File: src/calc_macros.svh
// Calculator width and radix
`ifndef CALC_MACROS_SVH
`define CALC_MACROS_SVH

// Full operand word with the sign bit
`define CALC_WIDTH 16

// Magnitude field below the sign bit
`define CALC_MAG_W (`CALC_WIDTH - 1)

// Keypad entry is decimal
`define CALC_RADIX 10

`endif

File: src/calc_pkg.sv
// Calculator shared types
`include "calc_macros.svh"

package calc_pkg;

    // Sign-magnitude operand
    typedef struct packed {
        logic                   sign;
        logic [`CALC_MAG_W-1:0] mag;
    } calc_num_t;

    // Codes 5 to 7 are unused
    typedef enum logic [2:0] {
        OP_NONE = 3'd0,
        OP_NEG  = 3'd1,
        OP_ADD  = 3'd2,
        OP_SUB  = 3'd3,
        OP_MUL  = 3'd4
    } calc_oper_t;

    typedef struct packed {
        calc_num_t a;
        calc_num_t b;
        logic      sub;
    } addsub_req_t;

    typedef struct packed {
        calc_num_t a;
        calc_num_t b;
    } mult_req_t;

    // Shared by both arithmetic units
    typedef struct packed {
        calc_num_t result;
        logic      finish;
    } arith_rsp_t;

endpackage

File: src/calc_addsub.sv
// Sign-magnitude adder and subtractor
`timescale 1ns/1ps
`include "calc_macros.svh"

module calc_addsub (
    input  logic                    clk,
    input  logic                    nRST,
    input  calc_pkg::addsub_req_t   req,
    input  logic                    start,
    output calc_pkg::arith_rsp_t    rsp
);

    localparam int MAG_W = `CALC_MAG_W;

    logic               b_sign;
    logic               sum_sign;
    logic [MAG_W-1:0]   sum_mag;
    logic               finish_q;
    calc_pkg::calc_num_t result_q;

    // Subtract is add with the second sign flipped
    assign b_sign = req.b.sign ^ req.sub;

    always_comb begin
        if (req.a.sign == b_sign) begin
            sum_mag  = req.a.mag + req.b.mag;
            sum_sign = req.a.sign;
        end else if (req.a.mag >= req.b.mag) begin
            sum_mag  = req.a.mag - req.b.mag;
            sum_sign = req.a.sign;
        end else begin
            sum_mag  = req.b.mag - req.a.mag;
            sum_sign = b_sign;
        end
        // No negative zero
        if (sum_mag == '0) begin
            sum_sign = 1'b0;
        end
    end

    always_ff @(posedge clk or negedge nRST) begin
        if (!nRST) begin
            finish_q <= 1'b0;
        end else begin
            finish_q <= start;
        end
    end

    // Result held until the next start
    always_ff @(posedge clk) begin
        if (start) begin
            result_q.sign <= sum_sign;
            result_q.mag  <= sum_mag;
        end
    end

    assign rsp = '{result: result_q, finish: finish_q};

endmodule

File: src/calc_multiplier.sv
// Sequential shift-and-add multiplier
`timescale 1ns/1ps
`include "calc_macros.svh"

module calc_multiplier (
    input  logic                    clk,
    input  logic                    nRST,
    input  calc_pkg::mult_req_t     req,
    input  logic                    start,
    output calc_pkg::arith_rsp_t    rsp
);

    localparam int MAG_W = `CALC_MAG_W;
    localparam int CNT_W = $clog2(MAG_W);

    logic                busy;
    logic                finish_q;
    logic [CNT_W-1:0]    count;
    logic [MAG_W-1:0]    mcand;
    logic [MAG_W-1:0]    mplier;
    logic [MAG_W-1:0]    acc;
    logic [MAG_W-1:0]    acc_next;
    logic                sign_q;
    logic                last_step;
    calc_pkg::calc_num_t result_q;

    // Upper product bits fall off the top
    assign acc_next  = mplier[0] ? acc + mcand : acc;
    assign last_step = (count == CNT_W'(MAG_W - 1));

    always_ff @(posedge clk or negedge nRST) begin
        if (!nRST) begin
            busy     <= 1'b0;
            count    <= '0;
            finish_q <= 1'b0;
        end else begin
            finish_q <= 1'b0;
            if (busy) begin
                count <= count + 1'b1;
                if (last_step) begin
                    busy     <= 1'b0;
                    finish_q <= 1'b1;
                end
            end else if (start) begin
                busy  <= 1'b1;
                count <= '0;
            end
        end
    end

    always_ff @(posedge clk) begin
        if (busy) begin
            acc    <= acc_next;
            mcand  <= mcand << 1;
            mplier <= mplier >> 1;
            if (last_step) begin
                result_q.sign <= sign_q && (acc_next != '0);
                result_q.mag  <= acc_next;
            end
        end else if (start) begin
            acc    <= '0;
            mcand  <= req.a.mag;
            mplier <= req.b.mag;
            sign_q <= req.a.sign ^ req.b.sign;
        end
    end

    assign rsp = '{result: result_q, finish: finish_q};

    no_start_while_busy: assert property (
        @(posedge clk) disable iff (!nRST) start |-> !busy
    ) else $error("multiplier started while busy");

    // Fixed latency from start to finish
    finish_latency: assert property (
        @(posedge clk) disable iff (!nRST) start |-> ##(MAG_W + 1) rsp.finish
    ) else $error("multiplier finish latency wrong");

endmodule

File: src/calc_control.sv
// Calculator entry and compute control
`timescale 1ns/1ps
`include "calc_macros.svh"

module calc_control (
    input  logic                    clk,
    input  logic                    nRST,
    input  logic [3:0]              keypad_input,
    input  logic                    read_input,
    input  logic                    equal_input,
    input  calc_pkg::calc_oper_t    operator_input,
    output logic                    key_read,
    output logic                    complete,
    output calc_pkg::calc_num_t     display_output,
    output calc_pkg::addsub_req_t   add_req,
    output logic                    add_start,
    input  calc_pkg::arith_rsp_t    add_rsp,
    output calc_pkg::mult_req_t     mul_req,
    output logic                    mul_start,
    input  calc_pkg::arith_rsp_t    mul_rsp
);

    localparam int MAG_W = `CALC_MAG_W;

    localparam calc_pkg::calc_num_t RADIX_NUM = '{sign: 1'b0, mag: MAG_W'(`CALC_RADIX)};

    typedef enum logic [3:0] {
        S_WAIT_FIRST,
        S_MUL_FIRST,
        S_ADD_FIRST,
        S_WAIT_SECOND,
        S_MUL_SECOND,
        S_ADD_SECOND,
        S_SEND,
        S_WAIT_COMPUTE,
        S_SHOW
    } state_t;

    state_t               state_q;
    state_t               state_d;
    calc_pkg::calc_num_t  op_a;
    calc_pkg::calc_num_t  op_b;
    calc_pkg::calc_num_t  cur_op;
    calc_pkg::calc_oper_t oper_q;
    calc_pkg::arith_rsp_t unit_rsp;
    logic [3:0]           digit_q;
    logic                 in_wait;
    logic                 second;
    logic                 digit_acc;
    logic                 neg_acc;
    logic                 op_acc;
    logic                 eq_acc;
    logic                 press_acc;

    assign second  = (state_q == S_WAIT_SECOND);
    assign in_wait = (state_q == S_WAIT_FIRST) || second;
    assign cur_op  = second ? op_b : op_a;

    // Press decode giving digits priority
    assign digit_acc = in_wait && read_input;
    assign eq_acc    = second && !read_input && equal_input;
    assign neg_acc   = in_wait && !read_input && !equal_input
                       && (operator_input == calc_pkg::OP_NEG);
    assign op_acc    = (state_q == S_WAIT_FIRST) && !read_input && !equal_input
                       && (operator_input inside {calc_pkg::OP_ADD, calc_pkg::OP_SUB,
                                                  calc_pkg::OP_MUL});
    assign press_acc = digit_acc || eq_acc || neg_acc || op_acc;

    // Unit picked by the latched operator
    assign unit_rsp = (oper_q == calc_pkg::OP_MUL) ? mul_rsp : add_rsp;

    always_comb begin
        state_d = state_q;
        case (state_q)
            S_WAIT_FIRST: begin
                if (digit_acc) begin
                    state_d = S_MUL_FIRST;
                end else if (op_acc) begin
                    state_d = S_WAIT_SECOND;
                end
            end
            S_MUL_FIRST: begin
                if (mul_rsp.finish) begin
                    state_d = S_ADD_FIRST;
                end
            end
            S_ADD_FIRST: state_d = S_WAIT_FIRST;
            S_WAIT_SECOND: begin
                if (digit_acc) begin
                    state_d = S_MUL_SECOND;
                end else if (eq_acc) begin
                    state_d = S_SEND;
                end
            end
            S_MUL_SECOND: begin
                if (mul_rsp.finish) begin
                    state_d = S_ADD_SECOND;
                end
            end
            S_ADD_SECOND: state_d = S_WAIT_SECOND;
            S_SEND: state_d = S_WAIT_COMPUTE;
            S_WAIT_COMPUTE: begin
                if (unit_rsp.finish) begin
                    state_d = S_SHOW;
                end
            end
            S_SHOW: state_d = S_WAIT_FIRST;
            default: state_d = S_WAIT_FIRST;
        endcase
    end

    always_ff @(posedge clk or negedge nRST) begin
        if (!nRST) begin
            state_q        <= S_WAIT_FIRST;
            key_read       <= 1'b0;
            complete       <= 1'b0;
            display_output <= '0;
            add_start      <= 1'b0;
            mul_start      <= 1'b0;
            op_a           <= '0;
            op_b           <= '0;
            oper_q         <= calc_pkg::OP_NONE;
        end else begin
            state_q   <= state_d;
            key_read  <= press_acc;
            complete  <= 1'b0;
            add_start <= (state_q == S_SEND) && (oper_q != calc_pkg::OP_MUL);
            mul_start <= digit_acc || ((state_q == S_SEND) && (oper_q == calc_pkg::OP_MUL));

            if (neg_acc && !second) begin
                op_a.sign <= ~op_a.sign;
            end
            if (neg_acc && second) begin
                op_b.sign <= ~op_b.sign;
            end
            if (op_acc) begin
                oper_q <= operator_input;
            end

            case (state_q)
                // Product magnitude plus digit with the sign kept
                S_ADD_FIRST:  op_a.mag <= mul_rsp.result.mag + MAG_W'(digit_q);
                S_ADD_SECOND: op_b.mag <= mul_rsp.result.mag + MAG_W'(digit_q);
                S_SHOW: begin
                    complete       <= 1'b1;
                    display_output <= unit_rsp.result;
                    op_a           <= '0;
                    op_b           <= '0;
                    oper_q         <= calc_pkg::OP_NONE;
                end
                default: ;
            endcase
        end
    end

    // Requests line up with the start pulses above
    always_ff @(posedge clk) begin
        if (digit_acc) begin
            digit_q <= keypad_input;
            mul_req <= '{a: cur_op, b: RADIX_NUM};
        end else if ((state_q == S_SEND) && (oper_q == calc_pkg::OP_MUL)) begin
            mul_req <= '{a: op_a, b: op_b};
        end
        if (state_q == S_SEND) begin
            add_req <= '{a: op_a, b: op_b, sub: (oper_q == calc_pkg::OP_SUB)};
        end
    end

    one_unit_at_a_time: assert property (
        @(posedge clk) disable iff (!nRST) !(add_start && mul_start)
    ) else $error("add and multiply started together");

endmodule

File: src/calc_top.sv
// Keypad calculator top level
`timescale 1ns/1ps

module calc_top (
    input  logic                    clk,
    input  logic                    nRST,
    input  logic [3:0]              keypad_input,
    input  logic                    read_input,
    input  calc_pkg::calc_oper_t    operator_input,
    input  logic                    equal_input,
    output logic                    key_read,
    output logic                    complete,
    output calc_pkg::calc_num_t     display_output
);

    calc_pkg::addsub_req_t add_req;
    calc_pkg::mult_req_t   mul_req;
    calc_pkg::arith_rsp_t  add_rsp;
    calc_pkg::arith_rsp_t  mul_rsp;
    logic                  add_start;
    logic                  mul_start;

    calc_control control_i (
        .clk            (clk),
        .nRST           (nRST),
        .keypad_input   (keypad_input),
        .read_input     (read_input),
        .equal_input    (equal_input),
        .operator_input (operator_input),
        .key_read       (key_read),
        .complete       (complete),
        .display_output (display_output),
        .add_req        (add_req),
        .add_start      (add_start),
        .add_rsp        (add_rsp),
        .mul_req        (mul_req),
        .mul_start      (mul_start),
        .mul_rsp        (mul_rsp)
    );

    calc_addsub addsub_i (
        .clk   (clk),
        .nRST  (nRST),
        .req   (add_req),
        .start (add_start),
        .rsp   (add_rsp)
    );

    // Shared by digit entry and the multiply operator
    calc_multiplier mult_i (
        .clk   (clk),
        .nRST  (nRST),
        .req   (mul_req),
        .start (mul_start),
        .rsp   (mul_rsp)
    );

endmodule

File: config.mk
export PLATFORM = sky130hd
export DESIGN_NAME = calc_top
export DESIGN_NICKNAME = d
export VERILOG_FILES = /design/src/calc_pkg.sv /design/src/calc_addsub.sv /design/src/calc_multiplier.sv /design/src/calc_control.sv /design/src/calc_top.sv
export VERILOG_INCLUDE_DIRS = /design/src
export SDC_FILE = /design/constraint.sdc
export NUM_CORES = 1
export LEC_CHECK = 0
export BUFFER_PORTS_ARGS = -buffer_cell sky130_fd_sc_hd__buf_2
export CORE_ASPECT_RATIO = 0.7
export CORE_MARGIN = 3
export CORE_UTILIZATION = 55
export DETAILED_ROUTE_END_ITERATION = 10
export PLACE_DENSITY = 0.83
export SKIP_CTS_REPAIR_TIMING = 1
export SYNTH_ARGS = -nofsm -noshare
export SYNTH_HDL_FRONTEND = slang
export SYNTH_SLANG_ARGS = --single-unit
File: constraint.sdc
create_clock -name clk -period 7.8 [get_ports clk]
set_clock_uncertainty 0.05 [all_clocks]
set_input_delay 0.39 -clock clk [delete_from_list [all_inputs] [get_ports clk]]
set_output_delay 0.39 -clock clk [all_outputs]
set_load 0.05 [all_outputs]
## Yosys cells after proc, flatten, opt, wreduce, memory -nomap -nowiden

Index checks and enable logic that the tools add are counted.

| word-level totals | value |
|---|---|
| register bits | 213 |
| bits of input ports | 11 |
| logic and storage cells | 145 |

| cells by class | value |
|---|---|
| $add $sub $neg | 6 |
| magnitude comparators | 1 |
| equality and inequality tests | 22 |
| muxes and demuxes | 39 |
| bitwise gates (word level) | 5 |
| reductions and logical operators | 36 |

Operator list:

| operator | count |
|---|---|
| $mux 15 | 7 |
| $mux 32 | 2 |
| $pmux 15 s2 | 2 |
| $mux 4 | 9 |
| $add 15x15->15 | 2 |
| $sub 15x15->15 | 2 |
| $mux 14 | 2 |
| $pmux 4 s7 | 1 |
| $mux 17 | 1 |
| $eq 4x3->1 const B | 4 |
| $mux 16 | 1 |
| $add 15x4->15 | 1 |
| $ge 15x15->1 | 1 |
| $logic_not 15->1 | 1 |
| $reduce_bool 15->1 | 1 |
| $logic_and 1x1->1 | 14 |
| $reduce_bool 2->1 | 7 |
| $mux 1 | 12 |
| $eq 3x2->1 const B | 3 |
| $eq 4x2->1 const B | 2 |
| $eq 4x4->1 const B | 2 |
| $eq 3x3->1 const B | 2 |
| $mux 3 | 2 |
| $ne 2x1->1 const B | 3 |
| 14 further kinds | 25 |

## Logic depth before layout (Yosys ltp)

| logic depth | value |
|---|---|
| depth after elaboration | 8 |
| gate-level depth with buffers | 15 |
| gate-level depth less buffers | 13 |

## By module

Synthesis repeated with hierarchy kept, for this count alone.

| second synthesis, totals | value |
|---|---|
| cells, all modules | 1,089 |
| area, all modules | 11,875.1 sq um |

By module, submodules not included:

| module | times used | cells each | area an instance (sq um) |
|---|---|---|---|
| calc_control | 1 | 461 | 5,328.9 |
| calc_multiplier | 1 | 261 | 3,442.1 |
| calc_addsub | 1 | 367 | 3,104.2 |

## Worst setup path after synthesis

No wires, ideal clock.

| timing path | value |
|---|---|
| kind | reg2reg |
| from | reg control_i.state_q[3] |
| to | reg control_i.mul_req[16] (netlist name) |
| arrival time | 3,469 ps |
| path slack | 3,908 ps |
| cell stages (with the launch flop) | 8 |
| path buffers | 3 |
| clock period less this slack | 3,892 ps |
| path through | dfrtp_1 -> clkbuf_1 -> nand2b_1 -> clkbuf_1 -> nor2_1 -> nand2_1 -> clkbuf_1 -> nand2_1 |

| on the way | value |
|---|---|
| word-level cells in the longest chain between the ends | 4 |

RTL lines:

| item | line | source |
|---|---|---|
| from (decl) | calc_control.sv:39 | `state_t state_q;` |
| from (signal assigned) | calc_control.sv:124 | `state_q <= state_d;` |
| $eq 4x2->1 / $logic_not 4->1 (equally long branches) | calc_control.sv:55, calc_control.sv:56 |  |
| $logic_or 1x1->1 | calc_control.sv:56 | `assign in_wait = (state_q == S_WAIT_FIRST) \|\| second;` |
| $logic_and 1x1->1 | calc_control.sv:60 | `assign digit_acc = in_wait && read_input;` |
| $reduce_bool 2->1 (no source line) (*) | n/a |  |

Mark *: on every way between the ends. The rest lies on a longest branch, timed or not.
A chain may end at the register's enable or synchronous reset.

## Worst setup path in the final report

| timing path | value |
|---|---|
| from | reg control_i.add_req[21] (netlist name) |
| to | reg addsub_i.result_q (netlist bit addsub_i.rsp[16]), data pin |

| on the way | value |
|---|---|
| word-level cells in the longest chain between the ends | 4 |

RTL lines:

| item | line | source |
|---|---|---|
| $sub 15x15->15, or another cell as far along | calc_addsub.sv:32 | `sum_mag = req.b.mag - req.a.mag;` |
| $mux 15 | calc_addsub.sv:28 | `end else if (req.a.mag >= req.b.mag) begin` |
| $mux 15 | calc_addsub.sv:25 | `if (req.a.sign == b_sign) begin` |
| $logic_not 15->1 | calc_addsub.sv:36 | `if (sum_mag == '0) begin` |
| to (decl) | calc_addsub.sv:19 | `calc_pkg::calc_num_t result_q;` |

Parallel ways exist; a longest one is shown, timed or not.

==> results by group <==
Outcome
  – Status: complete, no violations

Clock network
  – Clock-pin slew on the worst setup and hold paths: 70 ps
  – H-tree lvl count: 1
  – CTS tree: built
  – CTS buffer count: 21
  – Clock Path Buffers: 3
  – Clock root buffer master: clkbuf_16
  – CTS Sinks: ~210
  – Clk Latency, worst-skew pair: 490 ps

Worst hold path
  – Hold Path Class: input pin to async pin

Setup path
  – Reg2reg start: control_i.add_req[21]
  – R2r setup slk: 3180 ps
  – Critical path endpoint category: flop
  – CP bufs+invs: 0
  – Crit path max-delay family: simple AND/OR/NAND/NOR gates
  – Reg2Reg Depth: 11
  – WP data required: 8000 ps
  – Crit path cell chain: ha_1 > nand4_2 > nor4_2 > nor3_2 > o21a_1 > o21ai_2 > mux2i_1 > a2111oi_0 > or4b_1 > or4_1 > o21a_1
  – Crit start category: flop
  – Crit-path max FO: 15
  – Top cell by count, worst path: o21a_1
  – Critical path class: flop to flop
  – Critical R2R Capture: addsub_i.rsp[16]
  – WP data arrival: 4820 ps
  – CP max stage delay: 620 ps
  – Slowest CP cell: ha_1

Finish
  – Antenna Cells: 0
  – FILL cells: 1580
  – Final #Nets: approximately 1200
  – Syn-to-layout area delta: 8.99%
  – Layout cells sized above 1: under 10%

Job
  – MaxCap Viol Count: 0

Logic synthesis
  – Seq/Total Area, Yosys: 51.4%
  – Top_reg_cell synth: edfxtp_1
  – Synth top cells by count: 129 x edfxtp_1, 109 x nor2_1, 84 x nand2_1
  – #FFs+latches synth: 213
  – Syn Nets: about 1100
  – Synth Warn #: 0
  – Synth top area share: 33.8%
  – Ys async rst share: 31.0%
  – Leading cell types by total area after synthesis: edfxtp_1 34%, dfrtp_1 14%, ha_1 6.9%
  – Area leader, netlist: edfxtp_1
  – Synth unique cells: between 70 and 80
  – Post-synth EDFFs: 129
  – Post-Syn Area per Cell: 10.7 µm²
  – Syn Inst Count: 1067
  – Most frequent cell after synthesis: edfxtp_1
  – Post-Syn Area: 0.0115 mm²

Placement
  – GPL Wtd Cong: between 0.9 and 1
  – Port bufs: 28
  – DP Wirelength: 20.2 mm
  – Placement Setup Slack: 3270 ps

STA
  – Final Max Tran Viols: 0
  – Slack of the critical path: 3180 ps
  – Fin crit period: 4620 ps
  – Hold Vio Cnt, Final: 0
  – Max-slew headroom: between 10% and 20%
  – Period utilization: 59.3%
  – Worst-Margin Slew: 1330 ps
  – F_max: 216 MHz
  – Final TNS setup: 0 ps
  – RSZ-0062 raised after global routing: no
  – Setup violators final: 0

Floorplan
  – Ports: 29
  – Die W: 178 µm
  – Core Area: approximately 0.020 mm²
  – Starting Density: 56.9%
  – Chip height: 127 µm
  – Cell Rows: 43
  – Die area: between 0.02 and 0.025 mm²

Routing
  – Starting DRT DRC Count: 1045
  – Vias/cell: 6.22
  – DRC: 0
  – WL/cell: 20.5 µm
  – WL final: 28.0 mm
  – DRT Pass-1 Iters: 5
  – Antenna Nets Post-Route: 0
  – DR vias: roughly 8500

Power
  – Worst vdd rail ir drop: 0.275 mV
  – Lkg Pwr: 0.00508 µW
  – Pwr dens: 396 mW/mm²

Global routing
  – First-pass GRT wire length: 44.0 mm
  – Initial antenna violation count: 1
  – Vias in the first global route: 7987
  – Overall Global Routing Usage: roughly a quarter
  – Largest net degree at the start of global routing: around 70
  – GR Overflow Total: 0
sequential cells by signal (all words and copies together) (netlist names), 3 cells and up:
register	flops
control_i.add_req	33
mult_i.rsp	16
control_i.display_output	16
mult_i.acc	15
control_i.state_q	4
control_i.oper_q	3
mult_i.mplier	15
mult_i.count	4
control_i.op_b	16
mult_i.mcand	15
control_i.mul_req	32
addsub_i.rsp	16
control_i.op_a	16
control_i.digit_q	4
power breakdown:
part | total (µW) | switching (µW) | leakage (µW) | internal (µW)
registers | 1990 | 287 | 0.00223 | 1700
logic | 1960 | 1230 | 0.00252 | 731
clock network | 995 | 421 | 0.000323 | 574
per-layer routing:
layer	vias up	track usage, %	wire length, µm
li1	3896	-	-
met1	4150	37.3	12500
met2	399	35.8	12100
met3	49	6.34	2740
met4	2	5.59	571
met5	-	0	13
through the flow:
step | hold WS [ps] | utilization [%] | total power, µW | cells | area [µm²]
2_1_floorplan | 44.4 | - | 3370 | 1067 | 11500
3_3_place_gp | 393 | 58.7 | 3840 | 1328 | 11800
3_5_place_dp | 395 | 58.7 | 3920 | 1328 | 11800
4_1_cts | 11.5 | 62.0 | 4930 | 1365 | 12500
5_1_grt | 7.28 | 62.0 | 5230 | 1365 | 12500
6_report | 25.1 | 62.0 | 4950 | 1365 | 12500
cell families after synthesis:
logic type | count (synthesis) | share of synthesized area [%]
AND/OR/NAND/NOR | 329 | 13.6
flip-flops | 213 | 51.4
AO/OA/AOI/OAI | 257 | 15.5
adder cells (fa/ha/maj) | 68 | 7.76
multiplexers | 48 | 4.41
buffers and inverters | 108 | 3.85
XOR/XNOR | 44 | 3.50
placed cells by master (no fill, tap or decap), types with 18 or more instances in the layout:
cell and instances:
xnor2_1 25, dfxtp_1 18, inv_1 57, nor3_1 27
a21oi_1 71, a211oi_1 21, ha_1 63, buf_2 28
edfxtp_1 129, mux2i_1 31, nand3_1 23, dfrtp_1 66
clkbuf_16 21, nor2_1 108, o21ai_0 32, a22o_1 34
nand2_1 84
layout make-up:
class | count | area, µm² | share of cell area, %
inverter | 59 | 221 | 1.77
clock buffer | 28 | 562 | 4.50
sequential | 213 | 5890 | 47.2
tap | 270 | 338 | 2.71
timing repair buffer | 40 | 230 | 1.84
multi-input combinational | 746 | 5140 | 41.2
clock inverter | 9 | 100 | 0.802
worst max-delay path by stage:
stage               cells past startpoint                     to                   from  slack, ps
floorplan                               7  control_i.mul_req[16]   control_i.state_q[3]       3910
global placement                       11       addsub_i.rsp[16]  control_i.add_req[21]       3410
detailed placement                     11       addsub_i.rsp[16]  control_i.add_req[21]       3270
CTS                                    11       addsub_i.rsp[16]  control_i.add_req[21]       3250
global route                           12       addsub_i.rsp[16]   control_i.add_req[5]       2790
finish                                 11       addsub_i.rsp[16]  control_i.add_req[21]       3180
(Power assumes the default switching activity.)
